`config.mk`:
```
export PLATFORM = sky130hd
export DESIGN_NAME = exec_core
export DESIGN_NICKNAME = d
export VERILOG_FILES = /design/src/logic/core_pkg.sv /design/src/logic/issue_if.sv /design/src/logic/reg_file.sv /design/src/logic/inst_decode.sv /design/src/logic/issue_stage.sv /design/src/logic/alu_stage.sv /design/src/logic/exec_core.sv
export VERILOG_INCLUDE_DIRS = /design/src /design/src/logic
export SDC_FILE = /design/constraint.sdc
export NUM_CORES = 2
export LEC_CHECK = 0
export BUFFER_PORTS_ARGS = -buffer_cell sky130_fd_sc_hd__clkbuf_2
export CORE_UTILIZATION = 35
export CTS_CLUSTER_DIAMETER = 200
export CTS_CLUSTER_SIZE = 14
export DETAILED_ROUTE_END_ITERATION = 12
export GPL_TIMING_DRIVEN = 0
export SLEW_MARGIN = 10
export SYNTH_ARGS = -nofsm -noshare
export SYNTH_HDL_FRONTEND = slang
export SYNTH_SLANG_ARGS = --single-unit
```
`constraint.sdc`:
```
create_clock -name clk -period 7.7 [get_ports clk]
set_input_delay 0.77 -clock clk [delete_from_list [all_inputs] [get_ports clk]]
set_output_delay 0.77 -clock clk [all_outputs]
set_load 0.1 [all_outputs]
```
`src/logic/core_config.svh`:
```
`ifndef CORE_CONFIG_SVH
`define CORE_CONFIG_SVH

// datapath word width.
`define LEN_WORD 32

// register index width and number of architectural registers.
`define LEN_REG_ADDR 5
`define REG_COUNT 32

// data memory address width; the stack pointer starts at the top of it.
`define LEN_MEMDATA_ADDR 16

// heap grows up from here.
`define HEAP_POINTER_INIT 32'h0000_8000

`endif

```
`src/logic/core_pkg.sv`:
```
`include "core_config.svh"

package core_pkg;

    typedef logic [`LEN_WORD-1:0] word_t;
    typedef logic [`LEN_REG_ADDR-1:0] reg_addr_t;
    typedef logic [31:0] inst_t;  // instruction words are always 32 bits.
    typedef logic [6:0] opcode_t;
    typedef logic [2:0] funct3_t;
    typedef logic [6:0] funct7_t;

    localparam opcode_t opc_op = 7'b0110011;
    localparam opcode_t opc_op_imm = 7'b0010011;
    localparam opcode_t opc_lui = 7'b0110111;

    localparam funct7_t f7_base = 7'b0000000;
    localparam funct7_t f7_alt = 7'b0100000;  // selects sub and sra.

    localparam funct3_t f3_add = 3'b000;
    localparam funct3_t f3_sll = 3'b001;
    localparam funct3_t f3_slt = 3'b010;
    localparam funct3_t f3_sltu = 3'b011;
    localparam funct3_t f3_xor = 3'b100;
    localparam funct3_t f3_srl = 3'b101;
    localparam funct3_t f3_or = 3'b110;
    localparam funct3_t f3_and = 3'b111;

    typedef enum logic [3:0] {
        alu_add,
        alu_sub,
        alu_sll,
        alu_slt,
        alu_sltu,
        alu_xor,
        alu_srl,
        alu_sra,
        alu_or,
        alu_and,
        alu_pass_b  // lui passes the immediate straight through.
    } alu_op_t;

endpackage

```
`src/logic/issue_if.sv`:
```
`timescale 1ns/100ps

interface issue_if;

    logic valid;
    core_pkg::alu_op_t op;
    core_pkg::reg_addr_t rd;
    core_pkg::word_t opa;
    core_pkg::word_t opb;

    modport issue (
        output valid,
        output op,
        output rd,
        output opa,
        output opb
    );

    modport exec (
        input valid,
        input op,
        input rd,
        input opa,
        input opb
    );

endinterface

```
`src/logic/reg_file.sv`:
```
`timescale 1ns/100ps

`include "core_config.svh"

module reg_file (
    input  logic                clk,
    input  logic                rstn,
    input  core_pkg::reg_addr_t rs1_addr,
    input  core_pkg::reg_addr_t rs2_addr,
    output core_pkg::word_t     rs1_data,
    output core_pkg::word_t     rs2_data,
    input  logic                wr_en,
    input  core_pkg::reg_addr_t wr_addr,
    input  core_pkg::word_t     wr_data
);

    localparam core_pkg::word_t ra_init = '0;
    localparam core_pkg::word_t sp_init = core_pkg::word_t'(1) << `LEN_MEMDATA_ADDR;
    localparam core_pkg::word_t gp_init = `HEAP_POINTER_INIT;

    core_pkg::word_t regs [`REG_COUNT];

    assign rs1_data = (rs1_addr == '0) ? '0 : regs[rs1_addr];  // x0 is never stored.
    assign rs2_data = (rs2_addr == '0) ? '0 : regs[rs2_addr];

    always_ff @(posedge clk) begin
        if (!rstn) begin
            for (int i = 0; i < `REG_COUNT; i++) begin
                regs[i] <= '0;
            end
            regs[1] <= ra_init;
            regs[2] <= sp_init;  // stack starts at the top of data memory.
            regs[3] <= gp_init;
        end else if (wr_en && (wr_addr != '0)) begin
            regs[wr_addr] <= wr_data;
        end
    end

    // an enabled write must carry a known address and known data.
    write_port_known: assert property (
        @(posedge clk) disable iff (!rstn)
        wr_en |-> !$isunknown({wr_addr, wr_data})
    ) else $error("register file write with an unknown address or data.");

endmodule

```
`src/logic/inst_decode.sv`:
```
`timescale 1ns/100ps

module inst_decode (
    input  core_pkg::inst_t     inst,
    output core_pkg::alu_op_t   op,
    output core_pkg::reg_addr_t rd,
    output core_pkg::reg_addr_t rs1,
    output core_pkg::reg_addr_t rs2,
    output core_pkg::word_t     imm,
    output logic                use_imm,
    output logic                uses_rs1,
    output logic                illegal
);

    core_pkg::opcode_t opcode;
    core_pkg::funct3_t funct3;
    core_pkg::funct7_t funct7;
    core_pkg::word_t imm_i;
    core_pkg::word_t imm_sh;
    core_pkg::word_t imm_u;

    assign opcode = inst[6:0];
    assign funct3 = inst[14:12];
    assign funct7 = inst[31:25];

    assign rd = inst[11:7];
    assign rs1 = inst[19:15];
    assign rs2 = inst[24:20];

    assign imm_i = {{20{inst[31]}}, inst[31:20]};
    assign imm_sh = {27'b0, inst[24:20]};  // shift amount only.
    assign imm_u = {inst[31:12], 12'b0};

    always_comb begin
        op = core_pkg::alu_add;
        imm = imm_i;
        use_imm = 1'b0;
        uses_rs1 = 1'b1;
        illegal = 1'b0;
        case (opcode)
            core_pkg::opc_op: begin
                if (funct7 == core_pkg::f7_base) begin
                    case (funct3)
                        core_pkg::f3_add: op = core_pkg::alu_add;
                        core_pkg::f3_sll: op = core_pkg::alu_sll;
                        core_pkg::f3_slt: op = core_pkg::alu_slt;
                        core_pkg::f3_sltu: op = core_pkg::alu_sltu;
                        core_pkg::f3_xor: op = core_pkg::alu_xor;
                        core_pkg::f3_srl: op = core_pkg::alu_srl;
                        core_pkg::f3_or: op = core_pkg::alu_or;
                        default: op = core_pkg::alu_and;
                    endcase
                end else if ((funct7 == core_pkg::f7_alt) && (funct3 == core_pkg::f3_add)) begin
                    op = core_pkg::alu_sub;
                end else if ((funct7 == core_pkg::f7_alt) && (funct3 == core_pkg::f3_srl)) begin
                    op = core_pkg::alu_sra;
                end else begin
                    illegal = 1'b1;
                end
            end
            core_pkg::opc_op_imm: begin
                use_imm = 1'b1;
                case (funct3)
                    core_pkg::f3_add: op = core_pkg::alu_add;
                    core_pkg::f3_slt: op = core_pkg::alu_slt;
                    core_pkg::f3_sltu: op = core_pkg::alu_sltu;
                    core_pkg::f3_xor: op = core_pkg::alu_xor;
                    core_pkg::f3_or: op = core_pkg::alu_or;
                    core_pkg::f3_and: op = core_pkg::alu_and;
                    core_pkg::f3_sll: begin
                        op = core_pkg::alu_sll;
                        imm = imm_sh;
                        illegal = (funct7 != core_pkg::f7_base);
                    end
                    default: begin
                        imm = imm_sh;  // srli and srai differ only in funct7.
                        if (funct7 == core_pkg::f7_base) begin
                            op = core_pkg::alu_srl;
                        end else if (funct7 == core_pkg::f7_alt) begin
                            op = core_pkg::alu_sra;
                        end else begin
                            illegal = 1'b1;
                        end
                    end
                endcase
            end
            core_pkg::opc_lui: begin
                op = core_pkg::alu_pass_b;
                imm = imm_u;
                use_imm = 1'b1;
                uses_rs1 = 1'b0;
            end
            default: illegal = 1'b1;
        endcase
    end

endmodule

```
`src/logic/issue_stage.sv`:
```
`timescale 1ns/100ps

module issue_stage (
    input  logic                clk,
    input  logic                rstn,
    input  logic                in_valid,
    input  core_pkg::inst_t     in_inst,
    output core_pkg::reg_addr_t rs1_addr,
    output core_pkg::reg_addr_t rs2_addr,
    input  core_pkg::word_t     rs1_data,
    input  core_pkg::word_t     rs2_data,
    input  core_pkg::word_t     fwd_data,
    issue_if.issue              iss,
    output logic                illegal
);

    core_pkg::alu_op_t dec_op;
    core_pkg::reg_addr_t dec_rd;
    core_pkg::reg_addr_t dec_rs1;
    core_pkg::reg_addr_t dec_rs2;
    core_pkg::word_t dec_imm;
    logic dec_use_imm;
    logic dec_uses_rs1;
    logic dec_illegal;

    logic fwd1;
    logic fwd2;
    core_pkg::word_t src1;
    core_pkg::word_t src2;
    logic issue_en;
    logic illegal_pend;

    inst_decode inst_decode_i (
        .inst     (in_inst),
        .op       (dec_op),
        .rd       (dec_rd),
        .rs1      (dec_rs1),
        .rs2      (dec_rs2),
        .imm      (dec_imm),
        .use_imm  (dec_use_imm),
        .uses_rs1 (dec_uses_rs1),
        .illegal  (dec_illegal)
    );

    assign rs1_addr = dec_rs1;
    assign rs2_addr = dec_rs2;

    // the instruction ahead has not reached the register file yet.
    assign fwd1 = iss.valid && (iss.rd == dec_rs1) && (dec_rs1 != '0);
    assign fwd2 = iss.valid && (iss.rd == dec_rs2) && (dec_rs2 != '0);

    assign src1 = fwd1 ? fwd_data : rs1_data;
    assign src2 = fwd2 ? fwd_data : rs2_data;

    assign issue_en = in_valid && !dec_illegal;

    always_ff @(posedge clk) begin
        if (!rstn) begin
            iss.valid <= 1'b0;
            illegal_pend <= 1'b0;
            illegal <= 1'b0;
        end else begin
            iss.valid <= issue_en;
            illegal_pend <= in_valid && dec_illegal;
            illegal <= illegal_pend;  // delayed to match the writeback latency.
        end
    end

    always_ff @(posedge clk) begin
        if (issue_en) begin
            iss.op <= dec_op;
            iss.rd <= dec_rd;
            iss.opa <= dec_uses_rs1 ? src1 : '0;
            iss.opb <= dec_use_imm ? dec_imm : src2;
        end
    end

endmodule

```
`src/logic/alu_stage.sv`:
```
`timescale 1ns/100ps

module alu_stage (
    input  logic                clk,
    input  logic                rstn,
    issue_if.exec               ex,
    output core_pkg::word_t     fwd_data,
    output logic                wr_en,
    output core_pkg::reg_addr_t wr_addr,
    output core_pkg::word_t     wr_data,
    output logic                wb_valid,
    output core_pkg::reg_addr_t wb_rd,
    output core_pkg::word_t     wb_data
);

    core_pkg::word_t result;
    logic [4:0] shamt;

    assign shamt = ex.opb[4:0];  // only the low five bits count for shifts.

    always_comb begin
        result = '0;
        case (ex.op)
            core_pkg::alu_add: result = ex.opa + ex.opb;
            core_pkg::alu_sub: result = ex.opa - ex.opb;
            core_pkg::alu_sll: result = ex.opa << shamt;
            core_pkg::alu_slt: result[0] = $signed(ex.opa) < $signed(ex.opb);
            core_pkg::alu_sltu: result[0] = ex.opa < ex.opb;
            core_pkg::alu_xor: result = ex.opa ^ ex.opb;
            core_pkg::alu_srl: result = ex.opa >> shamt;
            core_pkg::alu_sra: result = core_pkg::word_t'($signed(ex.opa) >>> shamt);
            core_pkg::alu_or: result = ex.opa | ex.opb;
            core_pkg::alu_and: result = ex.opa & ex.opb;
            default: result = ex.opb;
        endcase
    end

    assign fwd_data = result;

    // the write lands on the same edge as the writeback registers.
    assign wr_en = ex.valid;
    assign wr_addr = ex.rd;
    assign wr_data = result;

    always_ff @(posedge clk) begin
        if (!rstn) begin
            wb_valid <= 1'b0;
        end else begin
            wb_valid <= ex.valid;
        end
    end

    always_ff @(posedge clk) begin
        if (ex.valid) begin
            wb_rd <= ex.rd;
            wb_data <= result;
        end
    end

    // an issued instruction must arrive with a known operation and known operands.
    issue_known: assert property (
        @(posedge clk) disable iff (!rstn)
        ex.valid |-> !$isunknown({ex.op, ex.rd, ex.opa, ex.opb})
    ) else $error("issued instruction with an unknown field.");

endmodule

```
`src/logic/exec_core.sv`:
```
`timescale 1ns/100ps

module exec_core (
    input  logic                clk,
    input  logic                rstn,
    input  logic                in_valid,
    input  core_pkg::inst_t     in_inst,
    output logic                wb_valid,
    output core_pkg::reg_addr_t wb_rd,
    output core_pkg::word_t     wb_data,
    output logic                illegal
);

    core_pkg::reg_addr_t rs1_addr;
    core_pkg::reg_addr_t rs2_addr;
    core_pkg::word_t rs1_data;
    core_pkg::word_t rs2_data;
    core_pkg::word_t fwd_data;
    logic wr_en;
    core_pkg::reg_addr_t wr_addr;
    core_pkg::word_t wr_data;

    issue_if iss_bus ();

    reg_file reg_file_i (
        .clk      (clk),
        .rstn     (rstn),
        .rs1_addr (rs1_addr),
        .rs2_addr (rs2_addr),
        .rs1_data (rs1_data),
        .rs2_data (rs2_data),
        .wr_en    (wr_en),
        .wr_addr  (wr_addr),
        .wr_data  (wr_data)
    );

    issue_stage issue_stage_i (
        .clk      (clk),
        .rstn     (rstn),
        .in_valid (in_valid),
        .in_inst  (in_inst),
        .rs1_addr (rs1_addr),
        .rs2_addr (rs2_addr),
        .rs1_data (rs1_data),
        .rs2_data (rs2_data),
        .fwd_data (fwd_data),
        .iss      (iss_bus.issue),
        .illegal  (illegal)
    );

    alu_stage alu_stage_i (
        .clk      (clk),
        .rstn     (rstn),
        .ex       (iss_bus.exec),
        .fwd_data (fwd_data),
        .wr_en    (wr_en),
        .wr_addr  (wr_addr),
        .wr_data  (wr_data),
        .wb_valid (wb_valid),
        .wb_rd    (wb_rd),
        .wb_data  (wb_data)
    );

endmodule

```
==> impl_results.md <==
* Clock slew at reported path FFs at about 0.070 ns
* PD cells at approximately 180 nW/um^2
* Routed WL at roughly 290 mm
* Clock period minus worst slack at ~7.2 ns
* Combinational fraction of design power at 0.122
* First-pass GRT wire length at slightly below 400 mm
* Synth Cell Area at around 67,000 um^2
* Switching pwr at 3380 uW
* Port Buffer Count at 60
* Vias in the first global route at about 50,000
* CP required at between 8 and 9 ns
* Cell taking the most area after synthesis: edfxtp_1
* CP Launch Type: flop
* Slew headroom at 0.0233
* Congestion Overflow GR at 0
* Synth Register Bits at about 1,100
* Post-synth EDFFs at around 1,100
* Hold_ws at 0.228 ns
* Routability cong. at around 1.1
* HP Class: input port to flop
* Commonest non-fill, non-tap cells in the layout: edfxtp_1 (1,134), nor2_1 (1,069), mux4_2 (688), clkbuf_1 (286), a21oi_1 (155)
* Asr flop ratio synth at 0
* Die ar. at slightly below 200,000 um^2
* YS warnings at 0
* Setup violations, final at 0
* Internal power at 9830 uW
* Starting Density at 0.354
* Met1 WL at between 90 and 100 mm
* Clk pwr share at 0.340
* CTS buffer count at 91
* Net Sw Frac at 0.256
* GRT Resource Usage Total at 0.298
* Final nets at ~5,300
* Drt drc at 0
* Clk root buf: clkbuf_16
* Status: completed
* DR WL met3 at around 40 mm
* Worst setup EP type: flop
* Post-route ant nets at 0
* Setup bufs post-CTS at 0
* Height of the die at approximately 440 um
* Distinct cells, synth at 117
* Met2 WL at between 100 and 150 mm
* Share of Yosys cell area claimed by the top area cell type at 0.511
* Ys flop type: edfxtp_1
* Leakage Power at around 0.026 uW
* RSZ-0062 raised after global routing: no
* Initial antenna violation count at 13
* TritonRoute pass-1 iters at 6
* Largest net degree at the start of global routing at 60
* Synth top area cells: edfxtp_1 (51%), mux4_2 (23%), nor2_1 (6.0%)
* Resized cells post-CTS at 0
* Cts hold-fix bufs at 0
* Layout cell share with drive strength beyond 1 at 0.235
* # H-tree levels at 3
* Peak supply drop at between 0.00015 and 0.0002 V
* Crit path kind: flop to flop
* Post-synthesis average cell area at between 10 and 15 um^2
* Initial DRC count at 9,016
* Top Metal Used: met5
* CTS tree: yes
* Sequential-to-total area share from yosys stat at 0.512
* DR WL/cell at 38.2 um
* Clock Latency Late Sink at 0.76 ns
* Hold Vio Cnt, Final at 0
* Fin crit share at 0.930
* Crit Path Max Fanout at 11
* Worst R2R Setup Slack at between 0.5 and 0.6 ns
* FP Rows at 159
* Clock Skew at 0.0486 ns
* Worst slew pin tran at around 1.5 ns
* Commonest non-fill, non-tap cell in the layout: edfxtp_1
* Synth Instances at just under 5,000
* TNS Setup at 0 ns
* Ports at between 70 and 80
* Core Area at between 150,000 and 200,000 um^2
* Sink Count at 1,138
* Crit path arrival time at 7.71 ns
* Maxcap violations at 0
* Post-DP HPWL at approximately 210 mm
* Vias at around 50,000
* Horiz. Die Dim at roughly 440 um
* Final slew viol count at 0
* DR vias/cell at around 6.6
* Fmax at between 0.1 and 0.15 GHz
* Sequential share of power at 0.538
* Clock Tree Buf Depth at 3
* Area growth, synth to finish at 10.2%
==> flip-flops by register name (all words and copies together) (netlist names) <==
| name | count |
|---|---|
| issue_stage_i.iss.valid | 1 |
| alu_stage_i.wb_rd | 5 |
| issue_stage_i.iss.rd | 5 |
| issue_stage_i.iss.opb | 32 |
| issue_stage_i.iss.op | 4 |
| issue_stage_i.iss.opa | 32 |
| issue_stage_i.illegal | 1 |
| alu_stage_i.wb_valid | 1 |
| reg_file_i.regs | 1024 |
| issue_stage_i.illegal_pend | 1 |
| alu_stage_i.wb_data | 32 |
==> power by group through the flow <==
stage,logic [uW],registers (uW),clock network (uW)
CTS,1540,7100,4460
finish,1610,7110,4490
floorplan,902,7210,0
global route,1610,7130,4640
global placement,1490,7240,0
detailed placement,1540,7240,0
==> metrics by stage <==
stage | util | std cells | power [uW] | worst slack, ns | area [um^2]
6_report | 0.390 | 7635 | 13200 | 0.542 | 73400
2_1_floorplan | - | 4938 | 8110 | 3.65 | 66700
3_3_place_gp | 0.372 | 7493 | 8730 | 0.703 | 70100
5_1_grt | 0.390 | 7630 | 13400 | 0.570 | 73400
3_5_place_dp | 0.376 | 7519 | 8780 | 0.952 | 70900
4_1_cts | 0.390 | 7628 | 13100 | 0.880 | 73400
==> cell usage after synthesis, types with 8 or more instances <==
cell and n:
inv_1 129, mux2_2 29, clkbuf_1 288, buf_2 108, a21o_1 18, nand3_1 44
edfxtp_1 1134, a31oi_1 23, nand4_1 19, nor3_1 78, a22oi_1 15, o21ai_1 8
o211ai_1 18, a32o_1 9, buf_6 25, o2111ai_1 10, xnor2_1 14, o221ai_1 25
nor2_2 9, o31ai_1 16, nand2b_1 19, nor2b_1 20, clkbuf_8 9, mux4_2 688
o22ai_1 39, a2111oi_0 8, ha_1 97, mux4_1 12, or4_1 8, or3_1 14
nor4_1 24, a21oi_1 155, and3_1 11, and2_1 14, mux2i_1 92, nor2_1 1069
buf_1 60, o21ai_0 112, nand2_1 182, a211oi_1 20, a221oi_1 32
==> critical path, cell delays in order, from the launching register on <==
cell       delay, ns
edfxtp_1        0.62
inv_1           0.22
buf_1           0.70
buf_2           0.48
buf_1           0.63
ha_1            0.39
o21bai_1        0.16
a2111oi_0       0.99
nor3_1          0.31
nor3_1          0.53
nor4_1          0.10
o211ai_1        0.95
o21ai_2         0.36
buf_2           0.31
a21oi_1         0.18
==> final timing paths <==
check                           cells after the start                        from                       to
worst max-delay path                               14    issue_stage_i.iss.opb[2]  reg_file_i.regs[29][26]
worst min register to register                      1  issue_stage_i.illegal_pend    issue_stage_i.illegal
worst min-delay path                                1                  in_inst[8]  issue_stage_i.iss.rd[1]
worst max register to register                     14    issue_stage_i.iss.opb[2]  reg_file_i.regs[29][26]
==> cells by family (layout without fill, tap and decap cells) <==
kind of cell               after synthesis  count (layout)  synth area share
AOI/OAI and AO/OA                      631             631            0.0668
muxes                                  822             822             0.256
and+or+nand+nor                       1558            1558            0.0992
xor gates and xnor gates                21              21           0.00276
adders and majority gates               99              99            0.0188
other                                    1              38         0.0000563
buffers and inverters                  637             833            0.0435
DFF                                   1138            1138             0.512
==> routing by layer <==
| layer | global-route usage | up-vias |
|---|---|---|
| met4 | 0.197 | 16 |
| met3 | 0.0935 | 960 |
| met5 | 0 | - |
| met2 | 0.456 | 4188 |
| li1 | - | 19400 |
| met1 | 0.361 | 26200 |
==> cell type report <==
class / count / area (um^2)
clock buffers: 105 / 2390
clock inverters: 4 / 70.1
multi-input cells: 3163 / 29800
plain buffers: 501 / 2440
repair buffers: 87 / 911
fillers: 17700 / 115000
inverters: 136 / 510
diodes: 6 / 15.0
flip-flops and latches: 1138 / 34100
well taps: 2495 / 3120
(Power assumes the default switching activity.)
